File: config.mk
export PLATFORM = sky130hd
export DESIGN_NAME = dcache_mem_port
export DESIGN_NICKNAME = d
export VERILOG_FILES = /design/src/hdl/dcache_pkg.sv /design/src/hdl/dcache_mem_port.sv
export SDC_FILE = /design/constraint.sdc
export NUM_CORES = 1
export LEC_CHECK = 0
export BUFFER_PORTS_ARGS = -buffer_cell sky130_fd_sc_hd__buf_2
export CORE_AREA = 2 2 237 239
export CTS_CLUSTER_DIAMETER = 60
export CTS_CLUSTER_SIZE = 16
export DETAILED_ROUTE_END_ITERATION = 12
export DIE_AREA = 0 0 239 241
export PLACE_DENSITY = 0.55
export SYNTH_ARGS = -nofsm -noshare
export SYNTH_HDL_FRONTEND = slang
export SYNTH_SLANG_ARGS = --single-unit
File: constraint.sdc
create_clock -name clk_i -period 7.5 [get_ports clk_i]
set_clock_uncertainty 0.2 [all_clocks]
set_input_delay 1.125 -clock clk_i [delete_from_list [all_inputs] [get_ports clk_i]]
set_output_delay 1.125 -clock clk_i [all_outputs]
set_load 0.01 [all_outputs]
File: src/hdl/dcache_pkg.sv
package dcache_pkg;

    // cpu side widths, addresses count words
    localparam int unsigned ADDR_W         = 32;
    localparam int unsigned WORD_W         = 32;

    // line geometry
    localparam int unsigned WORDS_PER_LINE = 4;
    localparam int unsigned OFFSET_W       = 2;

    // associativity and tree plru
    localparam int unsigned NUM_WAYS       = 4;
    localparam int unsigned WAY_W          = 2;
    localparam int unsigned PLRU_W         = NUM_WAYS - 1;

    typedef logic [WORD_W-1:0]                    word_t;
    typedef logic [WORD_W/8-1:0]                  word_sel_t;
    typedef logic [WORDS_PER_LINE*WORD_W-1:0]     line_t;
    typedef logic [WORDS_PER_LINE*WORD_W/8-1:0]   line_sel_t;
    typedef logic [ADDR_W-1:0]                    addr_t;
    typedef logic [ADDR_W-OFFSET_W-1:0]           line_addr_t;  // word address minus offset
    typedef logic [WAY_W-1:0]                     way_idx_t;
    typedef logic [PLRU_W-1:0]                    plru_t;

    // request held by the controller while it is served
    typedef struct packed {
        logic      we;
        addr_t     addr;
        word_sel_t sel;
        word_t     wdata;
    } cpu_req_t;

    // one transaction on the memory bus
    typedef struct packed {
        logic       we;
        line_addr_t addr;
        line_sel_t  sel;
        line_t      wdata;
    } mem_req_t;

    typedef enum logic [2:0] {
        IDLE,
        LOOKUP,
        REFILL,
        INSTALL,
        WRITE_MEM
    } ctrl_state_t;

    typedef enum logic {
        MEM_IDLE,
        MEM_BUSY
    } mem_state_t;

endpackage

File: src/hdl/dcache_mem_port.sv
`timescale 1ns/1ps

module dcache_mem_port
    import dcache_pkg::*;
(
    input  logic       clk_i,
    input  logic       rstn_i,

    // controller side
    input  logic       start_i,
    input  mem_req_t   req_i,
    output logic       done_o,
    output line_t      rdata_o,

    // memory bus
    output logic       mem_cyc_o,
    output logic       mem_stb_o,
    output logic       mem_we_o,
    output line_addr_t mem_addr_o,
    output line_sel_t  mem_sel_o,
    output line_t      mem_wdata_o,
    input  logic       mem_ack_i,
    input  line_t      mem_rdata_i
);

    mem_state_t state_q;
    mem_req_t   req_q;

    always_ff @(posedge clk_i) begin
        if (!rstn_i) begin
            state_q <= MEM_IDLE;
            done_o  <= 1'b0;
        end else begin
            done_o <= 1'b0;
            unique case (state_q)
                MEM_IDLE: if (start_i) state_q <= MEM_BUSY;
                MEM_BUSY: begin
                    if (mem_ack_i) begin
                        state_q <= MEM_IDLE;  // cyc and stb drop next cycle
                        done_o  <= 1'b1;
                    end
                end
                default: state_q <= MEM_IDLE;
            endcase
        end
    end

    always_ff @(posedge clk_i) begin
        if (start_i && state_q == MEM_IDLE) begin
            req_q <= req_i;
        end
        if (state_q == MEM_BUSY && mem_ack_i && !req_q.we) begin
            rdata_o <= mem_rdata_i;  // refill line kept for the install cycle
        end
    end

    assign mem_cyc_o   = (state_q == MEM_BUSY);
    assign mem_stb_o   = (state_q == MEM_BUSY);
    assign mem_we_o    = (state_q == MEM_BUSY) && req_q.we;
    assign mem_addr_o  = req_q.addr;
    assign mem_sel_o   = req_q.sel;
    assign mem_wdata_o = req_q.wdata;

    // memory answers only a strobed cycle
    a_ack_in_cyc: assert property (
        @(posedge clk_i) disable iff (!rstn_i)
        mem_ack_i |-> mem_cyc_o && mem_stb_o
    );

    // the controller issues one transaction at a time
    a_no_start_busy: assert property (
        @(posedge clk_i) disable iff (!rstn_i)
        start_i |-> state_q == MEM_IDLE
    );

endmodule

## After elaboration in Yosys (flattened, before gate mapping)

Cells that the tools add are included.

| storage, ports and cells | value |
|---|---|
| bits in registers | 305 |
| input bits | 307 |
| logic and storage cells | 18 |

| operators by class | value |
|---|---|
| mux-type cells | 4 |
| bitwise gates (word level) | 1 |
| reductions and logical operators | 6 |

Operators by type and width:

| cell | count |
|---|---|
| $logic_and A1 B1 Y1 | 4 |
| $mux W1 | 3 |
| $pmux W1 S2 | 1 |
| $reduce_and A2 Y1 | 1 |
| $logic_not A1 Y1 | 1 |
| $not A1 Y1 | 1 |

## Logic depth before layout (Yosys ltp)

Gate-level depths: netlist (run 1).

| logic depth | value |
|---|---|
| depth in word-level cells | 2 |
| gate-level depth with buffers | 2 |
| mapped depth without buffers | 2 |

## Worst setup path after synthesis (run 1)

No wires, ideal clock.

| timing | value |
|---|---|
| path kind | input -> register |
| start | input port mem_ack_i |
| end | register rdata_o[0] (enable) |
| library setup time | 0.616 ns |
| arrival | 6.514 ns |
| required time | 6.684 ns |
| path slack | 0.169 ns |
| cell stages on the path | 2 |
| path through | nand2_1 nor2_1 |

| on the way | value |
|---|---|
| longest elaborated chain between the ends | 2 |

RTL lines:

| item | line | RTL |
|---|---|---|
| start, declared | dcache_mem_port.sv:22 | `input logic mem_ack_i,` |
| $logic_and A1 B1 Y1 (2 in a row) | dcache_mem_port.sv:52 | `if (state_q == MEM_BUSY && mem_ack_i && !req_q.we) begin` |
| end signal, assigned | dcache_mem_port.sv:53 | `rdata_o <= mem_rdata_i;` |
| end, declared | dcache_mem_port.sv:13 | `output line_t rdata_o,` |

Every way passes these cells.
A chain may end at the register's enable or synchronous reset.

## Worst setup path after layout (run 1)

| timing | value |
|---|---|
| start | input port mem_ack_i |
| end | register rdata_o[79] (enable) |

The elaborated chain is that of the path after synthesis.

==> reports/results.ini, run 1 <==
[drt]
drt_iter0_drc = 170
antenna_left = 0
route.detailed.drc = 0
avgViaCountPerCell = 3.41
routedWlPerCell_um = 19.0
drt_wl_total_mm = 32.0
dr_total_vias = 5762
drt_first_pass_iters = 4

[floorplan]
pin_count = 613
initial_core_util_pct = 19.1
die_height_um = 241
dieArea_sq_um = 57600
core_area_sq_um = 54900
die_w_um = 239
rows = 86

[placed_design]
numPortBuffers = 612
dp_hpwl_mm = 25.9
placedCellCount = 1630
place_area_sq_um = 13200
place_congestion = 0.804

[run]
cap_violations = 0

[logic_synthesis]
ys_seq_elements = 305
synth_cells = 486
yosysWarnings = 0
ys_types = 9
synth_nets = 793
syn_area_sq_um = 10500
avgSynthCellArea_sq_um = 21.6
seq_area_frac_synth_pct = 87.1

[grt]
antenna_found_initial = 16
grt_max_degree = 151
grt_overflow = 0
grt_pass1_vias = 5974
grt_first_pass_wirelength_mm = 41.3
grt_usage_pct = 10.1

[power]
p_sw_share_pct = 22.4
internal_power_mw = 2.85
vdd_drop_max_v = 0.000179
clkPwrFrac_pct = 39.3
p_total_mw = 3.67
comb_power_share_pct = 6.6
p_seq_share_pct = 54.2
power.density_nw_per_um2 = 260
p_switching_mw = 0.821
leakage_nw = 5.76

[clock_tree]
clk_latency_ns = 0.56
ctsHoldBuffers = 0
cts_resized = 0
post_cts_buffers = 0
cts.clk_slew.worst_paths_ns = 0.07
cts.path.max_buffers = 3
numCtsBuffers = 29
cts_htree_levels = 1
cts_sinks = 305
cts_tree = yes
root_buffer = clkbuf_16

[critical_path]
cpPeakStageDelay_ns = 0.86
crit_slowest_cell = buf_4
critPathLaunch = mem_ack_i
crit-reg2reg-launch = mem_cyc_o
critPathMaxFanout = 81
worst_ep_arrival_time_ns = 2.86
required_ns = 7.48
end_kind = flop
r2r_end = rdata_o[79]
r2r_slack_ns = 4.81
worstSetupEndpoint = rdata_o[79]
r2r_cells = 4
crit_type = primary input to flop
cpMostUsedCell = buf_4
cp-start-kind = primary input
path_cells = buf_2 > nand2_1 > nor2_4 > buf_4 > buf_4

[timing]
grt_setup_unrepaired = false
final.setup.tns_ns = 0
post-route-min-period_ns = 2.88
setup_viol = 0
tightest_slew_ns = 1.13
hold_viol_final = 0
period_share_pct = 38.4
drv_slew = 0
relSlewSlack_pct = 24.6
fmax_mhz = 347

[cells_and_area]
finalNonFillerCells = 1689
nets = 1264
drive_gt1_share_pct = 67.9
final_area_sq_um = 14100
area_growth_syn_to_layout_pct = 34.5

[hold_path]
min_path_cells = 1
hold_path_class = flop to flop

[run_status]
outcome = finished, final reports clean

-- cells in the final DEF, fill, tap and decap left out --
cell | netlist | final
buf_2 | 0 | 612
edfxtp_1 | 303 | 303
clkbuf_16 | 0 | 29
diode_2 | 0 | 8
clkbuf_1 | 0 | 7
inv_6 | 0 | 3
inv_12 | 0 | 2
clkinv_2 | 0 | 2
clkinvlp_4 | 0 | 2
clkinv_4 | 0 | 2
dfxtp_1 | 2 | 2
buf_4 | 175 | 2
and2_2 | 1 | 1
and2b_4 | 0 | 1
and3_2 | 1 | 1
nand2_1 | 1 | 1
o211a_1 | 1 | 1
nor2_4 | 0 | 1
bufinv_16 | 0 | 1
clkbuf_8 | 0 | 1
inv_8 | 0 | 1
clkinv_8 | 0 | 1
buf_12 | 0 | 1
-- cells in the mapped netlist, drive strengths merged --
| master | count | area [sq um] |
|---|---|---|
| buf | 175 | 1310 |
| nand2 | 1 | 3.75 |
| edfxtp | 303 | 9100 |
| and3 | 1 | 7.51 |
| dfxtp | 2 | 40.0 |
| o211a | 1 | 10.0 |
| nor2 | 1 | 3.75 |
| and2b | 1 | 8.76 |
| and2 | 1 | 7.51 |
-- cells by family (layout without fill, tap and decap cells) --
family	count (synthesis)	in the layout	synth area share, %
DFF	305	305	87.1
buffers and inverters	175	666	12.5
and+or+nand+nor	5	5	0.298
AOI/OAI and AO/OA	1	1	0.0954
other	0	8	0
-- power groups by stage --
stage	combinational [mW]	sequential, mW	clock, mW
2_1_floorplan	0.131	2.04	0
3_3_place_gp	0.245	2.02	0
3_5_place_dp	0.248	2.03	0
4_1_cts	0.247	1.99	1.50
5_1_grt	0.263	1.99	1.56
6_report	0.240	1.99	1.44
-- metrics by stage --
step	utilization (%)	setup WS [ns]	hold slack (ns)
after global placement	24.0	4.06	0.383
after CTS	25.7	4.68	0.399
after floorplan	-	0.169	0.388
after detailed placement	24.0	4.05	0.381
final	25.7	4.62	0.398
after global routing	25.7	4.50	0.434
-- sequential cells by signal (all words and copies together), names as in the netlist --
register / count
req_q: 1
mem_wdata_o: 128
rdata_o: 128
mem_cyc_o: 1
mem_addr_o: 30
mem_sel_o: 16
done_o: 1
-- per-layer routing --
metal / vias to the layer above / global-route usage (%) / share of wire (%)
met5: - / 0 / 0.037
met3: 64 / 4.36 / 11
li1: 2577 / - / -
met4: 2 / 3.92 / 5.0
met1: 2703 / 9.99 / 34
met2: 416 / 18.7 / 50
-- worst min path at each step --
stage                          from      to  slack (ns)
after global routing      mem_cyc_o  done_o        0.43
after detailed placement  mem_cyc_o  done_o        0.38
after global placement    mem_cyc_o  done_o        0.38
after floorplan           mem_cyc_o  done_o        0.39
final                     mem_cyc_o  done_o        0.40
after CTS                 mem_cyc_o  done_o        0.40
-- worst max-delay path: cells and delay by family --
| family | cells | cell delay, ns |
|---|---|---|
| AND/OR/NAND/NOR | 2 | 0.19 |
| buffers and inverters | 3 | 1.45 |
-- layout make-up --
| class | instances | area, sq um |
|---|---|---|
| antenna | 8 | 20.0 |
| clock buffer | 37 | 766 |
| clock inverter | 14 | 159 |
| fill | 5693 | 40800 |
| multi-input combinational | 6 | 50.0 |
| sequential | 305 | 9140 |
| tap | 704 | 881 |
| timing repair buffer | 615 | 3100 |
Power figures use the tool's default switching activity.
==> run 2: changes to the inputs <==
- clock period: 7.5 -> 2.4 ns (I/O delays scaled with it)
==> run 2 against run 1 <==
Register-to-register slack worse by 4.1 ns; clock power increased to 3.2 times the previous value; count of clock-buffer cells in the layout fell by 5; non-clock buffer count rose by 316; die area stayed put; core utilization up 5.8 points; via count is 21% higher; critical path type is now flop to output pin.
==> reports/results.ini, run 2 (synthesis gave the netlist of run 1 again) <==
[clock_tree]
clk_latency_ns = 0.58
numCtsBuffers = 28
cts.clk_slew.worst_paths_ns = 0.07
cts_tree = yes
cts.path.max_buffers = 3
root_buffer = clkbuf_16
post_cts_buffers = 0
cts_htree_levels = 1
cts_sinks = 305

[power]
vdd_drop_max_v = 0.000628
power.density_nw_per_um2 = 695
leakage_nw = 7.12
p_total_mw = 12.0

[critical_path]
required_ns = 1.84
path_cells = and2_2 > buf_2
cpLargestDelayFamily = flip-flops
cp-start-kind = flop
worst_ep_arrival_time_ns = 1.36
crit_type = flop to output pin
critPathMaxFanout = 2
end_kind = output pin
critPathBufInv = 1
crit_slowest_cell = edfxtp_1
cpPeakStageDelay_ns = 0.44

[run_status]
outcome = finished, final reports clean

[timing]
whs_ns = 0.0945
worst_slack_ns = 0.476
tightest_slew_ns = 0.456
relSlewSlack_pct = 69.6
hold_viol_final = 0
grt_setup_unrepaired = false
drv_slew = 0
setup_viol = 0
post-route-min-period_ns = 1.92
period_share_pct = 80.2
fmax_mhz = 520

[drt]
avgViaCountPerCell = 3.47
drt_first_pass_iters = 4
route.detailed.drc = 0
drt_wl_total_mm = 36.6
drt_iter0_drc = 233
routedWlPerCell_um = 18.3
antenna_left = 0
dr_total_vias = 6952

[floorplan]
rows = 86
die_w_um = 239
dieArea_sq_um = 57600
die_height_um = 241
pin_count = 613
core_area_sq_um = 54900
initial_core_util_pct = 19.1

[grt]
grt_usage_pct = 11.7
antenna_found_initial = 12
grt_max_degree = 72
grt_first_pass_wirelength_mm = 48.8
grt_overflow = 0
grt_pass1_vias = 7594

[cells_and_area]
nets = 1579
area_growth_syn_to_layout_pct = 64.9
drive_gt1_share_pct = 52.1
final_cell_mix = 612 x buf_2, 306 x dlygate4sd3_1, 303 x edfxtp_1
layout_commonest_cell = buf_2
final_util_pct = 31.5
finalNonFillerCells = 2003

[placed_design]
place_congestion = 0.781
numPortBuffers = 612
dp_hpwl_mm = 27.3
placedCellCount = 1640
pre_cts_slack_ns = 0.579

[run]
cap_violations = 0

[hold_path]
hold_path_class = primary input to flop

==> run 2: cell types whose count changed in the layout (fill, tap and decap cells not counted), moves of 2 or more <==
cell / change
clkinv_2: +2
clkinvlp_4: -2
clkbuf_1: -4
dlygate4sd3_1: +306
buf_12: +3
buf_4: +7
bufinv_16: +2
clkinv_1: +4
inv_6: -2
==> run 2: final cells by class <==
cell class | count | area (sq um)
fillers | 5371 | 37600
multi-input cells | 6 | 57.6
repair buffers | 931 | 6270
flip-flops and latches | 305 | 9140
diodes | 8 | 20.0
clock buffers | 32 | 737
clock inverters | 17 | 198
well taps | 704 | 881
==> run 2: final timing paths <==
path / from / to / slack [ns] / depth (start not counted)
max: req_q[174] / mem_we_o / 0.48 / 2
min reg2reg: mem_cyc_o / done_o / 0.41 / 1
min: start_i / req_q[174] / 0.09 / 2
max reg2reg: mem_cyc_o / mem_wdata_o[76] / 0.67 / 2
==> run 2: through the flow <==
step                      setup TNS (ns)  area (sq um)
after floorplan                   -89.90         10500
after global placement                 0         13300
after detailed placement               0         13300
after CTS                              0         17300
after global routing                   0         17300
final                                  0         17300
==> run 2: worst register-to-register path: cells and delay by family, from the launching register on <==
kind                   cells  cell delay (ns)
buffers and inverters      1             0.30
flip-flops                 1             0.37
AND/OR/NAND/NOR            1             0.36
==> run 2: per-layer routing <==
| layer | GRT usage (%) | part of all wire (%) |
|---|---|---|
| met1 | 11.7 | 35 |
| met2 | 22.2 | 53 |
| met3 | 3.75 | 8.7 |
| met4 | 4.62 | 3.4 |
| met5 | 0 | 0 |
==> run 2: timing repair <==
action,in CTS,in global routing
gates resized for setup,0,0
hold endpoints to repair,305,0
hold buffers,306,0
==> run 2: report_power, final <==
part           leakage (nW)  internal, mW  total [mW]  switching, mW
Combinational          3.81         0.669        1.21          0.539
Sequential             2.86          6.14        6.21         0.0667
Clock                 0.460          2.56        4.62           2.06
