==> src/hdl/dcache_pkg.sv <==
package dcache_pkg;

    // cpu side widths, addresses count words
    localparam int unsigned ADDR_W         = 32;
    localparam int unsigned WORD_W         = 32;

    // line geometry
    localparam int unsigned WORDS_PER_LINE = 4;
    localparam int unsigned OFFSET_W       = 2;

    // associativity and tree plru
    localparam int unsigned NUM_WAYS       = 4;
    localparam int unsigned WAY_W          = 2;
    localparam int unsigned PLRU_W         = NUM_WAYS - 1;

    typedef logic [WORD_W-1:0]                    word_t;
    typedef logic [WORD_W/8-1:0]                  word_sel_t;
    typedef logic [WORDS_PER_LINE*WORD_W-1:0]     line_t;
    typedef logic [WORDS_PER_LINE*WORD_W/8-1:0]   line_sel_t;
    typedef logic [ADDR_W-1:0]                    addr_t;
    typedef logic [ADDR_W-OFFSET_W-1:0]           line_addr_t;  // word address minus offset
    typedef logic [WAY_W-1:0]                     way_idx_t;
    typedef logic [PLRU_W-1:0]                    plru_t;

    // request held by the controller while it is served
    typedef struct packed {
        logic      we;
        addr_t     addr;
        word_sel_t sel;
        word_t     wdata;
    } cpu_req_t;

    // one transaction on the memory bus
    typedef struct packed {
        logic       we;
        line_addr_t addr;
        line_sel_t  sel;
        line_t      wdata;
    } mem_req_t;

    typedef enum logic [2:0] {
        IDLE,
        LOOKUP,
        REFILL,
        INSTALL,
        WRITE_MEM
    } ctrl_state_t;

    typedef enum logic {
        MEM_IDLE,
        MEM_BUSY
    } mem_state_t;

endpackage

==> src/hdl/dcache_plru.sv <==
`timescale 1ns/1ps

module dcache_plru
    import dcache_pkg::*;
#(
    parameter int unsigned NUM_SETS_LOG2 = 4
) (
    input  logic                     clk_i,
    input  logic                     rstn_i,
    input  logic [NUM_SETS_LOG2-1:0] index_i,
    input  way_idx_t                 access_way_i,
    input  logic                     update_i,
    output way_idx_t                 victim_o
);

    localparam int unsigned NUM_SETS = 2**NUM_SETS_LOG2;

    plru_t age_q [NUM_SETS];
    plru_t age_cur;
    plru_t age_next;

    assign age_cur = age_q[index_i];

    // bit 0 picks the half, bit 1 or bit 2 picks the way inside it
    always_comb begin
        if (age_cur[0]) begin
            victim_o = {1'b1, age_cur[2]};
        end else begin
            victim_o = {1'b0, age_cur[1]};
        end
    end

    // point the tree away from the way just touched
    always_comb begin
        age_next    = age_cur;
        age_next[0] = ~access_way_i[1];
        if (access_way_i[1]) begin
            age_next[2] = ~access_way_i[0];
        end else begin
            age_next[1] = ~access_way_i[0];
        end
    end

    always_ff @(posedge clk_i) begin
        if (!rstn_i) begin
            age_q <= '{default: '0};
        end else if (update_i) begin
            age_q[index_i] <= age_next;
        end
    end

endmodule

==> config.mk <==
export PLATFORM = sky130hd
export DESIGN_NAME = dcache_plru
export DESIGN_NICKNAME = d
export VERILOG_FILES = /design/src/hdl/dcache_pkg.sv /design/src/hdl/dcache_plru.sv
export SDC_FILE = /design/constraint.sdc
export NUM_CORES = 1
export LEC_CHECK = 0
export BUFFER_PORTS_ARGS = -buffer_cell sky130_fd_sc_hd__buf_2
export CAP_MARGIN = 20
export CORE_MARGIN = 10
export CORE_UTILIZATION = 46
export DETAILED_ROUTE_END_ITERATION = 7
export PLACE_DENSITY = 0.65
export SETUP_SLACK_MARGIN = 0.2
export SLEW_MARGIN = 10
export SYNTH_ARGS = -nofsm -noshare
export SYNTH_HDL_FRONTEND = slang
export SYNTH_SLANG_ARGS = --single-unit
export TNS_END_PERCENT = 50
==> constraint.sdc <==
create_clock -name clk_i -period 2 [get_ports clk_i]
set_clock_uncertainty 0.2 [all_clocks]
set_input_delay 0.3 -clock clk_i [delete_from_list [all_inputs] [get_ports clk_i]]
set_output_delay 0.3 -clock clk_i [all_outputs]
set_load 0.02 [all_outputs]
After elaboration in Yosys (flattened, before gate mapping)
Index checks and enable logic that the tools add are counted.
{ "op_classes": {"n_div": 0, "bitwise_logic": 3, "muxes": 9, "n_addsub": 0, "magnitude_cmp": 2, "shifts": 0, "mul": 0, "n_reduce_logical": 1, "eq_ne": 0} }
{ "ops": {"columns": ["op", "count"], "rows": [
  ["bitwise mux 48 bit", 1],
  ["binary-select mux 3 bit (select 4 bit)", 1],
  ["demux 3 bit (select 4 bit)", 1],
  ["2-to-1 mux 3 bit", 3],
  [">= comparator 5 bit, second input constant", 1],
  ["less-than comparator 5 x 1 -> 1 bit, second input constant", 1],
  ["NOT 4 -> 5 bit", 1],
  ["2-to-1 mux 1 bit", 2],
  ["2-to-1 mux 2 bit", 1],
  ["NOT 1 bit", 2],
  ["logical AND 1 bit", 1]
]} }
{ "word_totals": {"mem_bits_ro": 0, "ff_bits": 48, "ramBits": 0, "word_cells": 31, "n_memories": 0, "latch_bits": 0, "input_bits": 9} }

Logic depth before layout (Yosys ltp)
Gate-level depths: netlist of the first run.
{ "depth": {"depth_word": 6, "mapped_depth": 8} }

Worst setup path before layout of the first run
Ideal clock, no wire load.
{ "synth_timing": {"path_type": "in2out", "startpoint": "input index_i[0]", "endpoint": "output victim_o[0]", "path_slack_ns": -0.389, "n_path_buf": 3, "arrival_time_ns": 1.889, "t_required_ns": 1.500, "path_stages": 7, "cell_sequence": "buf_6 > buf_6 > buf_6 > mux4_2 > mux2i_1 > a21oi_1 > mux2i_1"} }
{ "synth_via": {"elab_chain_cells": 5} }
{ "synth_lines": {"columns": ["item", "line", "source"], "rows": [
  ["from (decl)", "dcache_plru.sv:10", "input logic [NUM_SETS_LOG2-1:0] index_i,"],
  ["NOT 4 -> 5 bit (not written as such)", "dcache_plru.sv:22", "assign age_cur = age_q[index_i];"],
  ["binary-select mux 3 bit (select 4 bit)", "dcache_plru.sv:22", null],
  ["2-to-1 mux 3 bit (not written as such) (2 in a row)", "dcache_plru.sv:22", null],
  ["2-to-1 mux 2 bit", "dcache_plru.sv:26", "if (age_cur[0]) begin"],
  ["to (decl)", "dcache_plru.sv:13", "output way_idx_t victim_o"]
]} }
No other way between the ends. The select of a mux whose other input is x is not followed.

Final worst setup path of the first run
{ "layout_timing": {"startpoint": "register age_q[36] in the netlist's numbering", "endpoint": "output victim_o[0]"} }
{ "layout_via": {"elab_chain_cells": 4} }
{ "layout_lines": {"columns": ["item", "line", "source"], "rows": [
  ["from (decl)", "dcache_plru.sv:18", "plru_t age_q [NUM_SETS];"],
  ["from (signal, indexed assignment)", "dcache_plru.sv:48", "age_q[index_i] <= age_next;"],
  ["binary-select mux 3 bit (select 4 bit)", "dcache_plru.sv:22", null],
  ["2-to-1 mux 3 bit (not written as such) (2 in a row)", "dcache_plru.sv:22", null],
  ["2-to-1 mux 2 bit", "dcache_plru.sv:26", null]
]} }
No other way between the ends. The select of a mux whose other input is x is not followed.

==> results of run 1 <==
stage by stage:
stage | total power, mW | std cells | worst slack [ns]
floorplan | 1.17 | 235 | -0.157
global placement | 1.25 | 308 | -0.280
detailed placement | 1.25 | 308 | -0.298
CTS | 1.86 | 316 | -0.371
global route | 1.94 | 317 | -0.412
finish | 1.87 | 317 | -0.353
cell usage after synthesis:
library cell and count:
a22oi_1 5, or3b_1 1, buf_2 1, a21oi_1 36, nand3b_1 2, and2b_1 1
mux2i_1 15, dfxtp_1 48, a211oi_2 1, mux2_2 2, buf_6 6, inv_1 1
nand3_1 3, nand2b_1 2, nor2_1 19, or2_1 1, o21ai_0 32, clkbuf_1 7
o211a_1 16, o22ai_1 1, mux4_2 4, nand2_1 18, nor2b_4 1, a211oi_1 2
and3_2 1, a31oi_2 1, nor2b_1 2, a21boi_4 1, o32a_2 1, and2_1 2
o21a_2 1, a211o_1 1
what timing repair did:
item / CTS / global route
setup endpoints to repair: 10 / 10
gates resized for setup: 5 / 25
buffers inserted: 1 / 1
pin swaps: 1 / 5
worst max path at each step:
stage,from,end,slack (ns)
after detailed placement,index_i[0],victim_o[0],-0.30
after CTS,age_q[36],victim_o[0],-0.37
after floorplan,index_i[0],victim_o[0],-0.16
after global placement,index_i[0],victim_o[0],-0.28
final,age_q[36],victim_o[0],-0.35
after global routing,age_q[36],victim_o[0],-0.41
logic make-up after synthesis:
| kind of cell | count (synthesis) |
|---|---|
| flip-flops | 48 |
| AO/OA/AOI/OAI | 98 |
| multiplexers | 21 |
| AND/OR/NAND/NOR | 53 |
| buffers and inverters | 15 |
critical path, delay by kind of cell (launching register included):
kind,cells,cell delay (ns)
flops,1,0.34
mux,2,0.66
simple gates,1,0.15
compound gates,2,0.27
buf+inv,1,0.14
final cells by class:
class,instances,area share (%)
Tap cell,54,2.53
Inverter,1,0.141
Timing Repair Buffer,35,10.8
Clock buffer,7,3.61
Multi-Input combinational cell,172,46.8
Sequential cell,48,36.1
power groups by stage:
stage | combinational [mW] | clock (mW) | sequential [mW]
after floorplan | 0.165 | 0 | 1.00
after global placement | 0.237 | 0 | 1.01
after detailed placement | 0.238 | 0 | 1.01
after CTS | 0.246 | 0.626 | 0.987
after global routing | 0.284 | 0.670 | 0.990
final | 0.264 | 0.622 | 0.987
metal layers:
metal	GRT usage [%]	share of wire [%]
met2	20.9	44
met1	17.8	49
met3	4.28	5.6
met4	5.20	1.4
met5	0	0
==> summary.txt, run 1 <==
Status
  – Status: finished, violations left
  – Failing checks: negative setup slack

GRT
  – Vias in the first global route: between 1500 and 2000
  – Gr usage total: 13.7%
  – First-pass GRT wire length: 8490 um
  – Grt ovf: 0
  – Largest net degree at the start of global routing: 27
  – Initial antenna violation count: 0

Clocking
  – Reg clk slew, reported paths: 0.08 ns
  – Clock Latency Late Sink: 0.30 ns
  – Cts bufs inserted: 5
  – CTS tree: built
  – H-tree Lvls: 2
  – Clk sinks: 48
  – Hold-fix buffers, CTS: 0
  – CTS root buffer: clkbuf_8
  – Max clock buf depth: 2

Floorplan
  – Die ar.: about 8000 sq um
  – Die width: 89.3 um
  – Ports: 11
  – Die Ht: 89.3 um
  – Site Rows: 25
  – Total core area: about 4700 sq um
  – Starting density of the core: 47.1%

Timing
  – Final Hold Vio Count: 0
  – Worst slew pin tran: 0.436 ns
  – FMAX: 425 MHz
  – Fin. max-slew vios: 0
  – Post-route worst setup slack: -0.353 ns
  – Worst hold slack: 0.218 ns
  – Setup TNS: -0.657 ns
  – RSZ-0062 raised after global routing: yes
  – Fin crit period: 2.35 ns
  – Slew headroom: between 70% and 80%
  – Endpoints failing setup: 2
  – Final period utilization: 118%

Setup path
  – Worst EP arrival: 1.85 ns
  – Largest stage delay, worst path: 0.46 ns
  – R2r worst-path depth: 5
  – R2r startpoint: age_q[46]
  – RR Endpoint: age_q[10]
  – CP Class: reg -> out
  – Startpoint types: flip-flop
  – Worst Path Max Fanout: 2
  – Worst setup EP type: output pin
  – Reg2reg setup slack: roughly 0.24 ns
  – CP cell instances: mux4_2 > nor2b_4 > a211oi_4 > a21oi_4 > mux2i_4 > buf_6
  – CP required: roughly 1.5 ns
  – Slowest cell on the critical path: mux4_2

Drt
  – Initial drt markers: 90
  – Post-DR vias/cell: 5.69
  – WL per Instance: 16.3 um
  – DRC: 0
  – Routed via count: 1803
  – Routed Antenna Nets: 0
  – Routed WL: 5170 um
  – Drt first pass iters: 4

Run
  – Max cap viols: 0

Synth
  – Register area share after synthesis: 43.5%
  – Synth Instances: approximately 240
  – Post-synthesis simple-gate area fraction: 11.3%
  – Adder-Cell Fraction of Synth Area: 0%
  – Yosys top cell by area: dfxtp_1
  – Yosys cell types: 32
  – Mapped cell area: 2210 sq um
  – Largest cells by area after synthesis: dfxtp_1 44%, a21oi_1 8.2%, o211a_1 7.3%
  – Synth warn: 0
  – Synth top area share: 43.5%
  – Compound-Gate Fraction of Synth Area: 28.6%
  – Post-Synth XOR/XNOR Area: 0%
  – Synthesized Nets: between 200 and 250
  – Mux share of post-synthesis cell area: 11.9%
  – Flops & latches, synth: 48
  – Synth Area per Inst: roughly 9.4 sq um
  – Largest family of logic cells by synthesized area: compound AO/OA/AOI/OAI gates

Power and ir drop
  – Power share of the combinational group: 14.1%
  – Switching portion of total power: approximately a quarter
  – Sequential power share: approximately 53%
  – Leak Pwr: 1.21 nW
  – Pwr Density: 702 nW/um^2
  – Clk pwr share: 33.2%
  – Int Pwr: 1.41 mW
  – Peak VDD IR: 289 uV
  – Sw Pwr: roughly 0.47 mW

Cells and area
  – Post-route design area: approximately 2700 sq um
  – NumNets Final: 272
  – Share of layout cells above drive strength 1: 28.5%
  – Number of antenna diodes: 0
  – Largest regs: age_q (48)
  – Largest register FFs: 48
  – Multi-input gate area: 1250 sq um
  – Area Overhead vs Synth: 20.9%
  – Commonest non-fill, non-tap cell in the layout: dfxtp_1
  – Fin util: 56.9%
  – Register with the most flip-flops: age_q
  – Most frequent cells in the layout: 45 x dfxtp_1, 32 x o21ai_0, 29 x a21oi_1
  – Fillers: 425
  – Register area: 965 sq um

Hold path
  – Hold Path End: age_q[36]
  – Worst hold stages: 2
  – Hold_sp: rstn_i
  – Min-Delay Path Class: in -> reg

Placement
  – Port Buffers: 10
  – Cell Area, Placed: ~2500 sq um
  – RD Place Congestion: 0.891
  – Post-DP HPWL: 3740 um
Power figures use the tool's default switching activity.
==> inputs of run 2 (changes only) <==
PLACE_DENSITY = 0.63   (was 0.65)
SKIP_LAST_GASP = 1   (was default)
clock period = 2.69 ns   (was 2 ns; I/O delays follow)
==> run 2 against run 1 <==
Compared with the run above: the run now ends clean; core utilization decreased by 4.9 points; largest cell class unchanged; worst hold slack better by 0.086 ns; non-clock buffer count is 22 lower; combinational power fell by 40%; flip-flop and latch count unchanged; critical endpoint unchanged.
==> summary.txt, run 2 (same netlist as run 1, synthesis figures left out) <==
Timing
  – Final Hold Vio Count: 0 (unchanged)
  – RSZ-0062 raised after global routing: yes
  – FMAX: 408 MHz
  – Setup TNS: 0 ns (+0.657 ns)
  – Endpoints failing setup: 0 (-2)
  – Fin. max-slew vios: 0 (unchanged)
  – Slew headroom: 50.9% (-20 points)
  – Worst slew pin tran: 0.736 ns (+0.299 ns)
  – Worst hold slack: 0.304 ns (+0.0862 ns)
  – Fin crit period: 2.45 ns
  – Final period utilization: 91.2%

Setup path
  – Worst Path Max Fanout: 11 (+9)
  – CP required: 2.09 ns (+0.59 ns)
  – Startpoint types: input pin
  – Worst EP arrival: 1.85 ns (about the same)
  – R2r worst-path depth: 5 (unchanged)
  – CP Class: in -> out
  – Worst setup EP type: output pin

Cells and area
  – NumNets Final: 250 (-8.1%)
  – Most frequent cells in the layout: 48 x dfxtp_1, 34 x a21oi_1, 32 x o21ai_0
  – Number of antenna diodes: 0 (unchanged)
  – Commonest non-fill, non-tap cell in the layout: dfxtp_1
  – Largest register FFs: 48 (unchanged)
  – Register with the most flip-flops: age_q
  – Largest regs: age_q (48)
  – Final non-filler cell total: 296 (-6.6%)
  – Fin util: 52.0% (-4.9 points)
  – Area Overhead vs Synth: 10.5%
  – Share of layout cells above drive strength 1: 15.7% (-13 points)
  – Fillers: 441 (+3.8%)

Drt
  – DRC: 0 (unchanged)
  – Routed WL: 4910 um (-5.2%)
  – WL per Instance: 16.6 um (+1.5%)
  – Routed Antenna Nets: 0 (unchanged)
  – Initial drt markers: 107 (+19%)
  – Drt first pass iters: 4 (unchanged)
  – Routed via count: 1715 (-4.9%)
  – Post-DR vias/cell: 5.79 (+1.9%)

GRT
  – Initial antenna violation count: 0 (unchanged)
  – Grt ovf: 0 (unchanged)
  – Largest net degree at the start of global routing: 49 (+81%)
  – Vias in the first global route: 1662 (-3.3%)
  – Gr usage total: 13.3% (-0.41 points)
  – First-pass GRT wire length: 8210 um (-3.3%)

Floorplan
  – Die width: 89.3 um (unchanged)
  – Die ar.: 7970 sq um (unchanged)
  – Die Ht: 89.3 um (unchanged)
  – Ports: 11 (unchanged)
  – Total core area: 4690 sq um (unchanged)
  – Site Rows: 25 (unchanged)
  – Starting density of the core: 47.1% (unchanged)

Placement
  – Post-DP HPWL: 3390 um (-9.2%)
  – Port Buffers: 10 (unchanged)
  – Cell count after placement: 287 (-6.8%)
  – RD Place Congestion: 0.767 (-14%)

Clocking
  – Hold-fix buffers, CTS: 0 (unchanged)
  – Clock Latency Late Sink: 0.30 ns (about the same)
  – Clk sinks: 48 (unchanged)
  – CTS tree: built
  – Max clock buf depth: 2 (unchanged)
  – H-tree Lvls: 2 (unchanged)
  – Reg clk slew, reported paths: 0.08 ns (about the same)
  – Post-CTS Setup Inserts: 0 (-1)
  – Cts bufs inserted: 5 (unchanged)
  – CTS root buffer: clkbuf_8

Power and ir drop
  – Total design power: 1.45 mW (-22%)
  – Peak VDD IR: 224 uV (-22%)
  – Pwr Density: 596 nW/um^2 (-15%)
  – Leak Pwr: 1.12 nW (-7.8%)

Status
  – Status: finished, final reports clean

Hold path
  – Worst hold stages: 1 (-1)
  – Min-Delay Path Class: reg -> reg

Run
  – Max cap viols: 0 (unchanged)
-- run 2: cell count changes in the layout (fill, tap and decap cells not counted), moves of 2 or more --
cell     previous run  this run
a21oi_1            29        34
buf_2               6         9
mux2i_1            12        14
mux2i_2             2         0
nor2_1             15        19
nor2_2              4         0
a21oi_2             6         2
dfxtp_2             3         0
buf_6               2         0
buf_4              24         2
dfxtp_1            45        48
-- run 2: area by class of cell --
| type | count | area, sq um | area share (%) |
|---|---|---|---|
| Clock buffer | 7 | 96.3 | 3.95 |
| Clock inverter | 1 | 30.0 | 1.23 |
| Inverter | 1 | 3.75 | 0.154 |
| Multi-Input combinational cell | 172 | 1170 | 47.9 |
| Sequential cell | 48 | 961 | 39.4 |
| Tap cell | 54 | 67.6 | 2.77 |
| Timing Repair Buffer | 13 | 113 | 4.61 |
-- run 2: worst max-delay path, stage by stage --
cell     delay [ns]
buf_4          0.14
buf_12         0.16
mux4_2         0.49
mux2i_1        0.18
a21oi_2        0.11
mux2i_4        0.19
buf_2          0.16
-- run 2: layer usage --
metal	up-vias	wire (um)	track usage, %
li1	874	-	-
met1	805	2490	17.5
met2	28	2130	20.7
met3	8	209	3.74
met4	0	72	4.05
met5	-	0	0
-- run 2: final timing paths --
check | endpoint | startpoint | slack, ns
worst max-delay path | victim_o[0] | index_i[0] | 0.24
worst min-delay path | age_q[39] | age_q[39] | 0.30
worst max register to register | age_q[28] | age_q[22] | 0.77
worst min register to register | age_q[39] | age_q[39] | 0.30
-- run 2: repair_timing --
| item | in CTS | in global routing |
|---|---|---|
| gates resized for setup | 2 | 1 |
| pin swaps | 1 | 0 |
| setup endpoints to repair | 1 | 1 |
| gates cloned | 1 | 0 |
-- run 2: power by group --
part / total (mW) / switching [mW] / internal (mW)
Clock: 0.563 / 0.235 / 0.328
Sequential: 0.733 / 0.00762 / 0.725
Combinational: 0.158 / 0.0947 / 0.0637
-- run 2: per-stage QoR --
step	instance area [sq um]	worst slack [ns]
6_report	2440	0.237
5_1_grt	2440	0.177
4_1_cts	2440	0.229
3_5_place_dp	2270	0.115
3_3_place_gp	2270	0.129
2_1_floorplan	2220	0.256
==> inputs of run 3 (changes only) <==
--- a/constraint.sdc
+++ b/constraint.sdc
@@ -3,3 +3,3 @@
 set_input_delay 0.4035 -clock clk_i [delete_from_list [all_inputs] [get_ports clk_i]]
 set_output_delay 0.4035 -clock clk_i [all_outputs]
-set_load 0.02 [all_outputs]
+set_load 0.1 [all_outputs]
==> run 3 against run 2 <==
Compared with the run above: register-to-register slack lost 0.04 ns; fmax shrank 4.0%; first-iteration DRC count decreased by 11%; core utilization fell by 0.43 points; critical path depth unchanged; non-clock buffer count rose by 1.
==> summary.txt, run 3 (same netlist as run 1, synthesis figures left out) <==
Status
  – Status: finished, final reports clean

Placement
  – Post-DP HPWL: 3460 um (+1.9%)
  – RD Place Congestion: 0.807 (+5.3%)
  – Cell Area, Placed: 2310 sq um (+1.8%)
  – Port Buffers: 10 (unchanged)
  – Pre-CTS setup slack: 0.0787 ns (-0.0360 ns)

Drt
  – Routed WL: 4960 um (+1.1%)
  – Post-DR vias/cell: 5.80 (+0.19%)
  – Initial drt markers: 95 (-11%)
  – Drt first pass iters: 4 (unchanged)
  – DRC: 0 (unchanged)
  – Routed via count: 1724 (+0.52%)
  – WL per Instance: 16.7 um (+0.80%)
  – Routed Antenna Nets: 0 (unchanged)

Cells and area
  – Fillers: 424 (-3.9%)
  – Fin util: 51.6% (-0.43 points)
  – Most frequent cells in the layout: 47 x dfxtp_1, 34 x a21oi_1, 32 x o21ai_0
  – NumNets Final: 251 (+0.40%)
  – Register with the most flip-flops: age_q
  – Multi-input gate area: 1190 sq um (+1.7%)
  – Commonest non-fill, non-tap cell in the layout: dfxtp_1
  – Area Overhead vs Synth: 9.63%
  – Post-route design area: 2420 sq um (-0.82%)
  – Number of antenna diodes: 0 (unchanged)
  – Largest regs: age_q (48)
  – Share of layout cells above drive strength 1: 16.0% (+0.35 points)
  – Largest register FFs: 48 (unchanged)
  – Register area: 962 sq um (+0.13%)

Setup path
  – Worst EP arrival: 1.95 ns (+0.10 ns)
  – Worst Path Max Fanout: 2 (-9)
  – CP cell instances: mux4_2 > nor2b_1 > a211oi_2 > buf_4 > a21oi_4 > mux2i_4 > buf_12
  – Buffers and inverters on the worst path: 2 (-1)
  – CP required: 2.09 ns (about the same)
  – Top Family by Delay on Critical Path: multiplexers
  – Slowest cell on the critical path: mux4_2
  – Startpoint types: flip-flop
  – Largest stage delay, worst path: 0.44 ns (-0.05 ns)
  – Worst setup EP type: output pin
  – CP Class: reg -> out

Clocking
  – Reg clk slew, reported paths: 0.09 ns (about the same)
  – Clk sinks: 48 (unchanged)
  – CTS root buffer: clkbuf_8
  – H-tree Lvls: 2 (unchanged)
  – Max clock buf depth: 2 (unchanged)
  – Post-CTS Setup Inserts: 0 (unchanged)
  – CTS tree: built
  – Cts bufs inserted: 5 (unchanged)
  – Clock Latency Late Sink: 0.31 ns (about the same)

Timing
  – Worst hold slack: 0.303 ns (-0.000518 ns)
  – Final period utilization: 95.0% (+3.8 points)
  – Endpoints failing setup: 0 (unchanged)
  – Final Hold Vio Count: 0 (unchanged)
  – Slew headroom: 50.4% (-0.53 points)
  – RSZ-0062 raised after global routing: yes
  – FMAX: 391 MHz (-4.0%)
  – Fin. max-slew vios: 0 (unchanged)
  – Worst slew pin tran: 0.744 ns (+0.00789 ns)
  – Post-route worst setup slack: 0.135 ns (-0.102 ns)
  – Fin crit period: 2.56 ns (+0.102 ns)

Floorplan
  – Die Ht: 89.3 um (unchanged)
  – Die width: 89.3 um (unchanged)
  – Site Rows: 25 (unchanged)
  – Total core area: 4690 sq um (unchanged)
  – Die ar.: 7970 sq um (unchanged)
  – Starting density of the core: 47.1% (unchanged)
  – Ports: 11 (unchanged)

Power and ir drop
  – Leak Pwr: 1.09 nW (-2.3%)
  – Peak VDD IR: 219 uV (-2.4%)
  – Total design power: 1.37 mW (-6.1%)
  – Pwr Density: 564 nW/um^2 (-5.4%)

GRT
  – Vias in the first global route: 1613 (-2.9%)
  – Grt ovf: 0 (unchanged)
  – Largest net degree at the start of global routing: 49 (unchanged)
  – First-pass GRT wire length: 8210 um (unchanged)
  – Initial antenna violation count: 0 (unchanged)
  – Gr usage total: 13.4% (+0.088 points)

Run
  – Max cap viols: 0 (unchanged)

Hold path
  – Min-Delay Path Class: reg -> reg
[run 3: changes by cell type in the layout (fill, tap and decap cells not counted)]
cell,delta
clkbuf_8,-1
bufinv_16,-1
a21oi_2,-1
mux2i_4,+1
bufbuf_16,-1
dfxtp_2,+1
buf_12,+1
a21oi_4,+1
clkbuf_1,+2
buf_4,+1
dfxtp_1,-1
mux2i_1,-1
[run 3: what timing repair did]
item                                    in CTS  in global routing
resized for setup                            1                  3
pin swaps                                    1                  0
hold endpoints to repair                     0                  0
hold buffers                                 0                  0
endpoints found under the setup margin       2                  2
[run 3: final cells by class]
type	count	share of cell area [%]
clock buffer	8	3.72
timing repair buffer	14	4.44
multi-input combinational	172	49.1
tap	54	2.79
sequential	48	39.7
inverter	1	0.155
[run 3: path summary, 6_finish.rpt]
check	startpoint	endpoint	slack [ns]	depth (start not counted)
min	age_q[39]	age_q[39]	0.30	1
max	age_q[36]	victim_o[0]	0.13	7
min reg2reg	age_q[39]	age_q[39]	0.30	1
max reg2reg	age_q[19]	age_q[28]	0.73	5
[run 3: report_power, final]
| group | total, mW | leakage, nW | switching (mW) | internal, mW |
|---|---|---|---|---|
| clock network | 0.448 | 0.0455 | 0.238 | 0.210 |
| registers | 0.733 | 0.389 | 0.00774 | 0.726 |
| logic | 0.184 | 0.657 | 0.116 | 0.0674 |
| total | 1.37 | 1.09 | 0.362 | 1.00 |
[run 3: layer usage]
layer / GRT usage, % / vias to the layer above / routed length [um]
met2: 19.1 / 33 / 2160
met1: 18.4 / 804 / 2430
met5: 0 / - / 0
li1: - / 879 / -
met4: 5.64 / 0 / 90
met3: 3.74 / 8 / 281
[run 3: per-stage QoR]
step / instances / setup TNS, ns
2_1_floorplan: 235 / -0.434
3_5_place_dp: 289 / 0
3_3_place_gp: 289 / 0
5_1_grt: 297 / 0
4_1_cts: 297 / 0
6_report: 297 / 0
